## config.mk

```make
export PLATFORM = sky130hd
export DESIGN_NAME = hwpe_sm_top
export DESIGN_NICKNAME = d
export VERILOG_FILES = /design/src/verilog/hwpe_sm_pkg.sv /design/src/verilog/hwpe_sm_engine.sv /design/src/verilog/hwpe_sm_regfile.sv /design/src/verilog/hwpe_sm_slave.sv /design/src/verilog/hwpe_sm_top.sv
export SDC_FILE = /design/constraint.sdc
export NUM_CORES = 1
export LEC_CHECK = 0
export BUFFER_PORTS_ARGS = -buffer_cell sky130_fd_sc_hd__buf_2
export CAP_MARGIN = 0
export CORE_MARGIN = 1.5
export CORE_UTILIZATION = 45
export CTS_CLUSTER_DIAMETER = 80
export CTS_CLUSTER_SIZE = 12
export DETAILED_ROUTE_END_ITERATION = 10
export GPL_TIMING_DRIVEN = 0
export PLACE_DENSITY = 0.59
export SYNTH_ARGS = -nofsm -noshare
export SYNTH_HDL_FRONTEND = slang
export SYNTH_SLANG_ARGS = --single-unit
export TNS_END_PERCENT = 1
```

## constraint.sdc

```tcl
create_clock -name clk_gated -period 11.9 [get_ports clk_gated]
set_clock_uncertainty 0.1 [all_clocks]
set_input_delay 0.595 -clock clk_gated [delete_from_list [all_inputs] [get_ports clk_gated]]
set_output_delay 0.595 -clock clk_gated [all_outputs]
set_load 0.02 [all_outputs]
```

## src/verilog/hwpe_sm_pkg.sv

```systemverilog
// ************************************************
// Shared-memory accelerator wrapper package
// Sizes, register map, opcodes and FSM states
// shared by slave, register file and engine
// ************************************************

package hwpe_sm_pkg;

  // Job contexts
  localparam int N_CONTEXT   = 2;
  localparam int LOG_CONTEXT = $clog2(N_CONTEXT);

  // Peripheral bus
  localparam int CFG_ADDR_WIDTH = 11;
  localparam int CFG_DATA_WIDTH = 32;

  // Registers in one context window
  localparam int N_REGISTERS      = 8;
  localparam int LOG_REGS         = $clog2(N_REGISTERS);
  localparam int N_MANDATORY_REGS = 4;

  // Register map
  localparam logic [LOG_REGS-1:0] REG_TRIGGER   = 3'd0;
  localparam logic [LOG_REGS-1:0] REG_ACQUIRE   = 3'd1;
  localparam logic [LOG_REGS-1:0] REG_STATUS    = 3'd2;
  localparam logic [LOG_REGS-1:0] REG_RESERVED  = 3'd3;
  localparam logic [LOG_REGS-1:0] REG_OPCODE    = 3'd4;
  localparam logic [LOG_REGS-1:0] REG_OPERAND_A = 3'd5;
  localparam logic [LOG_REGS-1:0] REG_OPERAND_B = 3'd6;
  localparam logic [LOG_REGS-1:0] REG_RESULT    = 3'd7;

  // Refused test-and-set
  localparam logic [CFG_DATA_WIDTH-1:0] ACQUIRE_BUSY = 32'hFFFF_FFFF;

  // Engine opcodes, mul uses the low half of each operand
  typedef enum logic [1:0] {
    OP_ADD = 2'd0,
    OP_SUB = 2'd1,
    OP_XOR = 2'd2,
    OP_MUL = 2'd3
  } engine_op_e;

  typedef enum logic [1:0] {IDLE, STARTING, RUNNING, DRAINING} run_state_e;

  typedef enum logic {IDLE_C, CRITICAL} ctx_state_e;

  typedef enum logic [1:0] {E_IDLE, E_MUL, E_DONE} eng_state_e;

endpackage

```

## src/verilog/hwpe_sm_engine.sv

```systemverilog
// ************************************************
// Accelerator wrapper arithmetic engine
// Single-cycle add, sub, xor and a 16-step
// shift-add multiply, one job per handshake
// ************************************************

`timescale 1ns/1ps

module hwpe_sm_engine import hwpe_sm_pkg::*; (
  input  logic                      clk_gated,
  input  logic                      rst_n,

  input  logic                      job_req_i,
  output logic                      job_ack_o,

  input  engine_op_e                opcode_i,
  input  logic [CFG_DATA_WIDTH-1:0] operand_a_i,
  input  logic [CFG_DATA_WIDTH-1:0] operand_b_i,

  output logic                      result_we_o,
  output logic [CFG_DATA_WIDTH-1:0] result_data_o
);

  eng_state_e                               state;
  logic [CFG_DATA_WIDTH-1:0]                acc;
  logic [CFG_DATA_WIDTH-1:0]                mcand;
  logic [CFG_DATA_WIDTH/2-1:0]              mplier;
  logic [$clog2(CFG_DATA_WIDTH/2)-1:0]      step_cnt;

  // Datapath registers
  always_ff @(posedge clk_gated) begin
    if (state == E_IDLE && job_req_i && !job_ack_o) begin
      mcand  <= CFG_DATA_WIDTH'(operand_a_i[CFG_DATA_WIDTH/2-1:0]);
      mplier <= operand_b_i[CFG_DATA_WIDTH/2-1:0];
      case (opcode_i)
        OP_ADD:  acc <= operand_a_i + operand_b_i;
        OP_SUB:  acc <= operand_a_i - operand_b_i;
        OP_XOR:  acc <= operand_a_i ^ operand_b_i;
        default: acc <= '0;
      endcase
    end else if (state == E_MUL) begin
      // One multiplier bit per cycle, LSB first
      if (mplier[0]) begin
        acc <= acc + mcand;
      end
      mcand  <= mcand << 1;
      mplier <= mplier >> 1;
    end
  end

  always_ff @(posedge clk_gated or negedge rst_n) begin
    if (!rst_n) begin
      state       <= E_IDLE;
      step_cnt    <= '0;
      job_ack_o   <= 1'b0;
      result_we_o <= 1'b0;
    end else begin
      case (state)
        E_IDLE: begin
          if (job_req_i && !job_ack_o) begin
            step_cnt <= '0;
            state    <= (opcode_i == OP_MUL) ? E_MUL : E_DONE;
          end
        end
        E_MUL: begin
          step_cnt <= step_cnt + 1'b1;
          if (step_cnt == '1) begin
            state <= E_DONE;
          end
        end
        E_DONE: begin
          if (!job_ack_o) begin
            // Result write and ack rise together
            job_ack_o   <= 1'b1;
            result_we_o <= 1'b1;
          end else begin
            result_we_o <= 1'b0;
            if (!job_req_i) begin
              job_ack_o <= 1'b0;
              state     <= E_IDLE;
            end
          end
        end
        default: begin
          state       <= E_IDLE;
          job_ack_o   <= 1'b0;
          result_we_o <= 1'b0;
        end
      endcase
    end
  end

  assign result_data_o = acc;

endmodule

```

## src/verilog/hwpe_sm_regfile.sv

```systemverilog
// ************************************************
// Accelerator wrapper context register file
// Opcode, operands and result per job context
// ************************************************

`timescale 1ns/1ps

module hwpe_sm_regfile import hwpe_sm_pkg::*; (
  input  logic                            clk_gated,
  input  logic                            rst_n,

  // Bus side from the slave
  input  logic                            wren_i,
  input  logic                            rden_i,
  input  logic [LOG_CONTEXT+LOG_REGS-1:0] addr_i,
  input  logic [CFG_DATA_WIDTH-1:0]       wdata_i,
  output logic [CFG_DATA_WIDTH-1:0]       rdata_o,

  // Engine side
  input  logic [LOG_CONTEXT-1:0]          running_context_i,
  output engine_op_e                      opcode_o,
  output logic [CFG_DATA_WIDTH-1:0]       operand_a_o,
  output logic [CFG_DATA_WIDTH-1:0]       operand_b_o,
  input  logic                            result_we_i,
  input  logic [CFG_DATA_WIDTH-1:0]       result_data_i
);

  engine_op_e                opcode_q    [N_CONTEXT];
  logic [CFG_DATA_WIDTH-1:0] operand_a_q [N_CONTEXT];
  logic [CFG_DATA_WIDTH-1:0] operand_b_q [N_CONTEXT];
  logic [CFG_DATA_WIDTH-1:0] result_q    [N_CONTEXT];
  logic [LOG_CONTEXT-1:0]    ctx;
  logic [LOG_REGS-1:0]       idx;

  assign ctx = addr_i[LOG_REGS +: LOG_CONTEXT];
  assign idx = addr_i[LOG_REGS-1:0];

  always_ff @(posedge clk_gated or negedge rst_n) begin
    if (!rst_n) begin
      for (int i = 0; i < N_CONTEXT; i++) begin
        opcode_q[i]    <= OP_ADD;
        operand_a_q[i] <= '0;
        operand_b_q[i] <= '0;
        result_q[i]    <= '0;
      end
    end else begin
      // Result is written by the engine only
      if (wren_i) begin
        case (idx)
          REG_OPCODE:    opcode_q[ctx]    <= engine_op_e'(wdata_i[$bits(engine_op_e)-1:0]);
          REG_OPERAND_A: operand_a_q[ctx] <= wdata_i;
          REG_OPERAND_B: operand_b_q[ctx] <= wdata_i;
          default: ;
        endcase
      end
      if (result_we_i) begin
        result_q[running_context_i] <= result_data_i;
      end
    end
  end

  always_comb begin
    rdata_o = '0;
    if (rden_i) begin
      case (idx)
        REG_OPCODE:    rdata_o = CFG_DATA_WIDTH'(opcode_q[ctx]);
        REG_OPERAND_A: rdata_o = operand_a_q[ctx];
        REG_OPERAND_B: rdata_o = operand_b_q[ctx];
        REG_RESULT:    rdata_o = result_q[ctx];
        default:       rdata_o = '0;
      endcase
    end
  end

  // Job fields of the running context
  assign opcode_o    = opcode_q[running_context_i];
  assign operand_a_o = operand_a_q[running_context_i];
  assign operand_b_o = operand_b_q[running_context_i];

endmodule

```

## src/verilog/hwpe_sm_slave.sv

```systemverilog
// ************************************************
// Accelerator wrapper slave control
// Bus decode, context pointers, test-and-set,
// job handshake and completion interrupt
// ************************************************

`timescale 1ns/1ps

module hwpe_sm_slave import hwpe_sm_pkg::*; (
  input  logic                            clk_gated,
  input  logic                            rst_n,

  // Peripheral bus
  input  logic                            data_req_i,
  input  logic [CFG_ADDR_WIDTH-1:0]       data_add_i,
  input  logic                            data_type_i,
  input  logic [CFG_DATA_WIDTH-1:0]       data_wdata_i,
  output logic [CFG_DATA_WIDTH-1:0]       data_r_rdata_o,
  output logic                            data_r_valid_o,

  // Register file
  output logic                            rf_wren_o,
  output logic                            rf_rden_o,
  output logic [LOG_CONTEXT+LOG_REGS-1:0] rf_addr_o,
  output logic [CFG_DATA_WIDTH-1:0]       rf_wdata_o,
  output logic [LOG_CONTEXT-1:0]          running_context_o,
  input  logic [CFG_DATA_WIDTH-1:0]       rf_rdata_i,

  // Engine handshake
  output logic                            job_req_o,
  input  logic                            job_ack_i,

  output logic                            evt_interrupt_o
);

  logic                      req_phase;
  logic                      bus_act;
  logic [LOG_REGS-1:0]       reg_idx;
  logic [LOG_CONTEXT-1:0]    addr_ctx;
  logic                      is_mandatory;
  logic                      is_trigger;
  logic                      is_acquire;
  logic                      acquire_ok;
  logic [LOG_CONTEXT-1:0]    pointer_context;
  logic [LOG_CONTEXT-1:0]    running_context;
  logic [LOG_CONTEXT:0]      pending;
  logic                      full;
  logic                      working;
  logic                      job_done;
  logic [CFG_DATA_WIDTH-1:0] rd_value;
  logic [1:0]                irq_q;
  run_state_e                run_state;
  ctx_state_e                ctx_state;

  // Second cycle of a two-cycle request is the acting one
  always_ff @(posedge clk_gated or negedge rst_n) begin
    if (!rst_n) begin
      req_phase <= 1'b0;
    end else if (req_phase) begin
      req_phase <= 1'b0;
    end else begin
      req_phase <= data_req_i;
    end
  end

  assign bus_act  = data_req_i & req_phase;
  assign reg_idx  = data_add_i[LOG_REGS-1:0];
  assign addr_ctx = data_add_i[LOG_REGS +: LOG_CONTEXT];

  assign is_mandatory = reg_idx < LOG_REGS'(N_MANDATORY_REGS);
  assign full         = pending == (LOG_CONTEXT+1)'(N_CONTEXT);
  assign acquire_ok   = (ctx_state == IDLE_C) && !full;
  assign is_acquire   = bus_act && !data_type_i && (reg_idx == REG_ACQUIRE);
  // No new trigger once every context is pending
  assign is_trigger   = bus_act && data_type_i && (reg_idx == REG_TRIGGER) &&
                        (data_wdata_i == CFG_DATA_WIDTH'(1)) && !full;

  // Writes land in the acquired context, reads pick any context
  assign rf_wren_o  = bus_act & data_type_i & ~is_mandatory;
  assign rf_rden_o  = bus_act & ~data_type_i & ~is_mandatory;
  assign rf_addr_o  = {data_type_i ? pointer_context : addr_ctx, reg_idx};
  assign rf_wdata_o = data_wdata_i;

  assign running_context_o = running_context;
  assign working           = run_state != IDLE;
  assign job_done          = (run_state == RUNNING) && job_ack_i;

  always_comb begin
    case (reg_idx)
      REG_TRIGGER:  rd_value = '0;
      REG_ACQUIRE:  rd_value = acquire_ok ? CFG_DATA_WIDTH'(pointer_context) : ACQUIRE_BUSY;
      REG_STATUS:   rd_value = CFG_DATA_WIDTH'({pending, working});
      REG_RESERVED: rd_value = '0;
      default:      rd_value = rf_rdata_i;
    endcase
  end

  // Read data held for the valid cycle
  always_ff @(posedge clk_gated) begin
    if (bus_act && !data_type_i) begin
      data_r_rdata_o <= rd_value;
    end
  end

  always_ff @(posedge clk_gated or negedge rst_n) begin
    if (!rst_n) begin
      data_r_valid_o <= 1'b0;
    end else begin
      data_r_valid_o <= bus_act & ~data_type_i;
    end
  end

  // Context accounting
  always_ff @(posedge clk_gated or negedge rst_n) begin
    if (!rst_n) begin
      pointer_context <= '0;
      running_context <= '0;
      pending         <= '0;
    end else begin
      if (is_trigger) begin
        pointer_context <= pointer_context + 1'b1;
      end
      if (job_done) begin
        running_context <= running_context + 1'b1;
      end
      case ({is_trigger, job_done})
        2'b10:   pending <= pending + 1'b1;
        2'b01:   pending <= pending - 1'b1;
        default: pending <= pending;
      endcase
    end
  end

  // Critical section between acquire and trigger
  always_ff @(posedge clk_gated or negedge rst_n) begin
    if (!rst_n) begin
      ctx_state <= IDLE_C;
    end else begin
      case (ctx_state)
        IDLE_C: begin
          if (is_acquire && acquire_ok) begin
            ctx_state <= CRITICAL;
          end
        end
        CRITICAL: begin
          if (is_trigger) begin
            ctx_state <= IDLE_C;
          end
        end
        default: ctx_state <= IDLE_C;
      endcase
    end
  end

  // Job FSM, four-phase req/ack with the engine
  always_ff @(posedge clk_gated or negedge rst_n) begin
    if (!rst_n) begin
      run_state <= IDLE;
      job_req_o <= 1'b0;
    end else begin
      case (run_state)
        IDLE: begin
          if (pending != '0) begin
            run_state <= STARTING;
          end
        end
        STARTING: begin
          run_state <= RUNNING;
          job_req_o <= 1'b1;
        end
        RUNNING: begin
          if (job_ack_i) begin
            run_state <= DRAINING;
            job_req_o <= 1'b0;
          end
        end
        DRAINING: begin
          // Wait for the engine to release ack
          if (!job_ack_i) begin
            run_state <= IDLE;
          end
        end
        default: begin
          run_state <= IDLE;
          job_req_o <= 1'b0;
        end
      endcase
    end
  end

  // Two-cycle pulse per completed job
  always_ff @(posedge clk_gated or negedge rst_n) begin
    if (!rst_n) begin
      irq_q <= 2'b00;
    end else begin
      irq_q <= {irq_q[0], job_done};
    end
  end

  assign evt_interrupt_o = |irq_q;

endmodule

```

## src/verilog/hwpe_sm_top.sv

```systemverilog
// ************************************************
// Accelerator wrapper top level
// Slave control, context registers and engine
// ************************************************

`timescale 1ns/1ps

module hwpe_sm_top import hwpe_sm_pkg::*; (
  input  logic                      clk_gated,
  input  logic                      rst_n,

  input  logic                      data_req_i,
  input  logic [CFG_ADDR_WIDTH-1:0] data_add_i,
  input  logic                      data_type_i,
  input  logic [CFG_DATA_WIDTH-1:0] data_wdata_i,
  output logic [CFG_DATA_WIDTH-1:0] data_r_rdata_o,
  output logic                      data_r_valid_o,

  output logic                      evt_interrupt_o
);

  logic                            rf_wren;
  logic                            rf_rden;
  logic [LOG_CONTEXT+LOG_REGS-1:0] rf_addr;
  logic [CFG_DATA_WIDTH-1:0]       rf_wdata;
  logic [CFG_DATA_WIDTH-1:0]       rf_rdata;
  logic [LOG_CONTEXT-1:0]          running_context;
  logic                            job_req;
  logic                            job_ack;
  engine_op_e                      opcode;
  logic [CFG_DATA_WIDTH-1:0]       operand_a;
  logic [CFG_DATA_WIDTH-1:0]       operand_b;
  logic                            result_we;
  logic [CFG_DATA_WIDTH-1:0]       result_data;

  hwpe_sm_slave slave_i (
    .clk_gated         (clk_gated),
    .rst_n             (rst_n),
    .data_req_i        (data_req_i),
    .data_add_i        (data_add_i),
    .data_type_i       (data_type_i),
    .data_wdata_i      (data_wdata_i),
    .data_r_rdata_o    (data_r_rdata_o),
    .data_r_valid_o    (data_r_valid_o),
    .rf_wren_o         (rf_wren),
    .rf_rden_o         (rf_rden),
    .rf_addr_o         (rf_addr),
    .rf_wdata_o        (rf_wdata),
    .running_context_o (running_context),
    .rf_rdata_i        (rf_rdata),
    .job_req_o         (job_req),
    .job_ack_i         (job_ack),
    .evt_interrupt_o   (evt_interrupt_o)
  );

  hwpe_sm_regfile regfile_i (
    .clk_gated         (clk_gated),
    .rst_n             (rst_n),
    .wren_i            (rf_wren),
    .rden_i            (rf_rden),
    .addr_i            (rf_addr),
    .wdata_i           (rf_wdata),
    .rdata_o           (rf_rdata),
    .running_context_i (running_context),
    .opcode_o          (opcode),
    .operand_a_o       (operand_a),
    .operand_b_o       (operand_b),
    .result_we_i       (result_we),
    .result_data_i     (result_data)
  );

  hwpe_sm_engine engine_i (
    .clk_gated     (clk_gated),
    .rst_n         (rst_n),
    .job_req_i     (job_req),
    .job_ack_o     (job_ack),
    .opcode_i      (opcode),
    .operand_a_i   (operand_a),
    .operand_b_i   (operand_b),
    .result_we_o   (result_we),
    .result_data_o (result_data)
  );

endmodule
```

==> impl_summary.log <==
[metrics] core footprint: 42900 um2
[metrics] initial standard-cell utilization of the core: 45.4%
[metrics] final wirelength: 64.4 mm
[metrics] worst setup slack before clock tree synthesis: 5.31 ns
[metrics] final critical-path setup slack: 5.04 ns
[metrics] flip-flop and latch count after synthesis: 328
[metrics] reg2reg setup slack: 5.04 ns
[metrics] Top Family by Delay on Critical Path: compound AO/OA/AOI/OAI gates
[metrics] unrepaired setup endpoints after global routing: no
[metrics] Slew @ Worst Pin: 1.23 ns
[metrics] number of nets still failing antenna checks after routing: 0
[metrics] Die X: 211 um
[metrics] Post-CTS Setup Bufs: 0
[metrics] Seq/Total Area, Yosys: 44.2%
[metrics] total count of max-transition violations in the final report: 0
[metrics] global routing met2 resource utilization: 46.1%
[metrics] cell count after synthesis: 1790
[metrics] number of maximum-capacitance violations: 0
[metrics] total routing usage reported by global routing: 28.8%
[metrics] Largest stage delay, worst path: 0.74 ns
[metrics] number of buffers added on ports: 70
[metrics] Worst Setup Path Type: reg -> reg
[metrics] standard-cell rows: 76
[metrics] most used cell, CP: sky130_fd_sc_hd__a21o_1
[metrics] Tcrit/Tclk final: 57.6%
[metrics] synthesis warning total: 0
[metrics] number of sinks handled by clock tree synthesis: 328
[metrics] number of buffer and inverter stages on the critical path: 7
[metrics] Fill cells: 3965
[metrics] Final min period: 6.86 ns
[metrics] vias in the first global route: 14741
[metrics] area added between synthesis and finish: 11.0%
[metrics] category of the worst setup path launch point: flip-flop
[metrics] number of H-tree levels: 2
[metrics] worst reg2reg endpoint: engine_i.result_data_o[30]
[metrics] crit path max fanout: 10
[metrics] syn_nets: 1914
[metrics] count of hold buffers inserted by post-cts repair: 0
[metrics] count of pins on the block boundary: 81
[metrics] gr busiest metal: met2
[metrics] routability congestion estimate: 0.916
[metrics] async set or reset register ratio after synthesis: 65.9%
[metrics] initial antenna violation count: 1
[metrics] via count normalized by instance count: 6.10
[metrics] register cell area after layout: 8610 um2
[metrics] maximum count of clock buffers along a single path: 3
[metrics] post-CTS clock slew at the launch and capture registers of the worst setup and hold paths: 0.06 ns
[metrics] CTS buffer count: 34
[metrics] share of cells above drive strength 1: 21.3%
[metrics] Required @ worst endpoint: 12.07 ns
[metrics] met1 usage: 38.8%
[metrics] top_reg_cell synth: sky130_fd_sc_hd__dfrtp_1
[metrics] TritonCTS clock tree: yes
[metrics] area occupied by multi-input gates: 10200 um2
[metrics] timing-limited maximum frequency: 146 MHz
[metrics] power density of the placed cells: 150 nW/um2
[metrics] data arrival time of the critical path: 7.03 ns
[metrics] total half-perimeter wirelength after legalization and detailed placement: 48.0 mm
[metrics] Detailed Route Iter0 Violations: 1300
[metrics] commonest non-fill, non-tap cell in the layout: sky130_fd_sc_hd__mux2_2
[metrics] endpoints failing hold: 0
[metrics] EDFF count, synth: 96
[metrics] routed via count: 15271
[metrics] kind of capture point of the worst setup path: flip-flop
[metrics] R2R cell count: 20
[metrics] nets@finish: 2022
[metrics] aggregate global routing overflow: 0
[metrics] DRC Markers: 0
[metrics] met3 routing resource usage after global routing: 4.62%
[metrics] Antenna Cells: 0
[metrics] wire length per cell after detailed routing: 25.7 um
[metrics] full die area: 44500 um2
[metrics] buffer cell driving the clock tree root: sky130_fd_sc_hd__clkbuf_16
[metrics] PostCTS Resize Cnt: 0
[metrics] average size of a mapped cell: 10.9 um2
[metrics] largest net degree at the start of global routing: 114
[metrics] Clock Latency Late Sink: 0.55 ns
[metrics] RR Startpoint: slave_i.running_context_o
[metrics] 1st-pass router iterations: 5
[metrics] commonest cells after routing, fill and taps aside: 273 x sky130_fd_sc_hd__mux2_2, 216 x sky130_fd_sc_hd__dfrtp_1, 151 x sky130_fd_sc_hd__nand2_1
[metrics] type of the worst min-delay path: in -> async
[metrics] Yosys cell types: 71
[metrics] Rel. slew slack: 16.1%
[metrics] Die Y: 211 um
[metrics] Syn Std Cell Area: 19500 um2
[metrics] Max VDD drop: 0.0893 mV
[metrics] global-route wire length before repair: 94.7 mm
[metrics] Final Setup Violations: 0
[metrics] list of cells traversed by the critical path: buf_6, buf_12, buf_12, clkbuf_1, clkbuf_1, clkbuf_8, mux2i_1, ha_1, inv_1, fa_1, a21o_1, a21o_1, a21o_1, a21o_1, a31oi_1, o21ai_0, a31oi_1, o311ai_0, xnor2_1, o211ai_1
[metrics] Critical Path Slowest Stage Cell: sky130_fd_sc_hd__clkbuf_1
[metrics] setup TNS after final layout: 0 ns
[metrics] outcome: completed
[metrics] total leakage power: 9.36 nW
==> sequential cells by signal (all words and copies together), names as in the netlist, 4 cells and up <==
register,cells
engine_i.mcand,32
engine_i.mplier,16
engine_i.result_data_o,32
engine_i.step_cnt,4
regfile_i.opcode_q,4
regfile_i.operand_a_q,64
regfile_i.operand_b_q,64
regfile_i.result_q,64
slave_i.data_r_rdata_o,32
==> kinds of logic (layout without fill, tap and decap cells) <==
kind of cell / after synthesis / count (layout) / synth area share, %
mux: 331 / 331 / 18.8
simple gates: 355 / 355 / 8.51
buf+inv: 143 / 271 / 3.26
compound gates: 436 / 436 / 14.8
xor+xnor: 120 / 120 / 5.40
flops: 328 / 328 / 44.2
fa+ha+maj: 77 / 77 / 5.02
==> synthesized netlist by cell type (all sizes together), types with 4 or more instances <==
master	count	area, um2
mux2	273	3070
dfrtp	216	5410
nand2	153	574
o21ai	110	562
a21oi	98	490
edfxtp	96	2880
clkbuf	95	407
ha	75	938
nor2	73	274
a221oi	68	596
xnor2	65	569
mux2i	58	581
xor2	55	482
inv	41	154
o31ai	34	260
a21o	29	218
nand3	24	125
nor3	21	110
dfxtp	16	320
o22ai	15	93.8
a31oi	13	81.3
nand2b	13	81.3
nor2b	13	81.3
a22oi	12	90.1
nor3b	9	72.6
o211ai	9	67.6
o21a	9	67.6
nand4	8	50.1
nor4	8	50.1
buf	7	73.8
and3	6	38.8
a211oi	5	37.5
and2	5	31.3
o31a	5	43.8
or2	4	25.0
or3	4	25.0
==> how the worst max path moves through the flow <==
| stage | depth (start not counted) | slack, ns | from | to |
|---|---|---|---|---|
| 6_report | 20 | 5.04 | slave_i.running_context_o | engine_i.result_data_o[30] |
| 5_1_grt | 20 | 4.92 | slave_i.running_context_o | engine_i.result_data_o[30] |
| 4_1_cts | 20 | 5.28 | slave_i.running_context_o | engine_i.result_data_o[30] |
| 3_5_place_dp | 20 | 5.31 | slave_i.running_context_o | engine_i.result_data_o[30] |
| 3_3_place_gp | 20 | 5.37 | slave_i.running_context_o | engine_i.result_data_o[30] |
| 2_1_floorplan | 20 | 7.33 | slave_i.running_context_o | engine_i.result_data_o[30] |
==> per-layer routing <==
metal,up-vias,share of wire (%)
met4,0,4.0
met2,581,46
met5,-,0
li1,6879,-
met1,7694,43
met3,117,6.8
==> power breakdown <==
group          internal (mW)  leakage [nW]  total, mW  switching (mW)
registers               1.23          3.92       1.28          0.0523
clock network          0.553         0.474       1.03           0.474
logic                  0.380          4.97      0.945           0.565
total                   2.16          9.36       3.25            1.09
==> final cells by class <==
cell class / instances / area share (%)
clock inverters: 3 / 0.133
flip-flops and latches: 328 / 39.8
well taps: 585 / 3.39
multi-input cells: 1319 / 47.4
inverters: 41 / 0.712
clock buffers: 53 / 4.41
repair buffers: 72 / 1.92
plain buffers: 102 / 2.22
==> through the flow <==
stage	util, %	total power, mW	hold slack (ns)	instances	cell area, um2
after floorplan	-	1.96	0.199	1790	19500
final	50.4	3.25	0.00875	2503	21600
after CTS	50.4	3.25	0.0508	2503	21600
after global placement	47.9	2.22	0.254	2445	20600
after global routing	50.4	3.39	0.0910	2503	21600
after detailed placement	48.1	2.23	0.258	2447	20600
No activity file was read; power rests on OpenSTA's default activity.
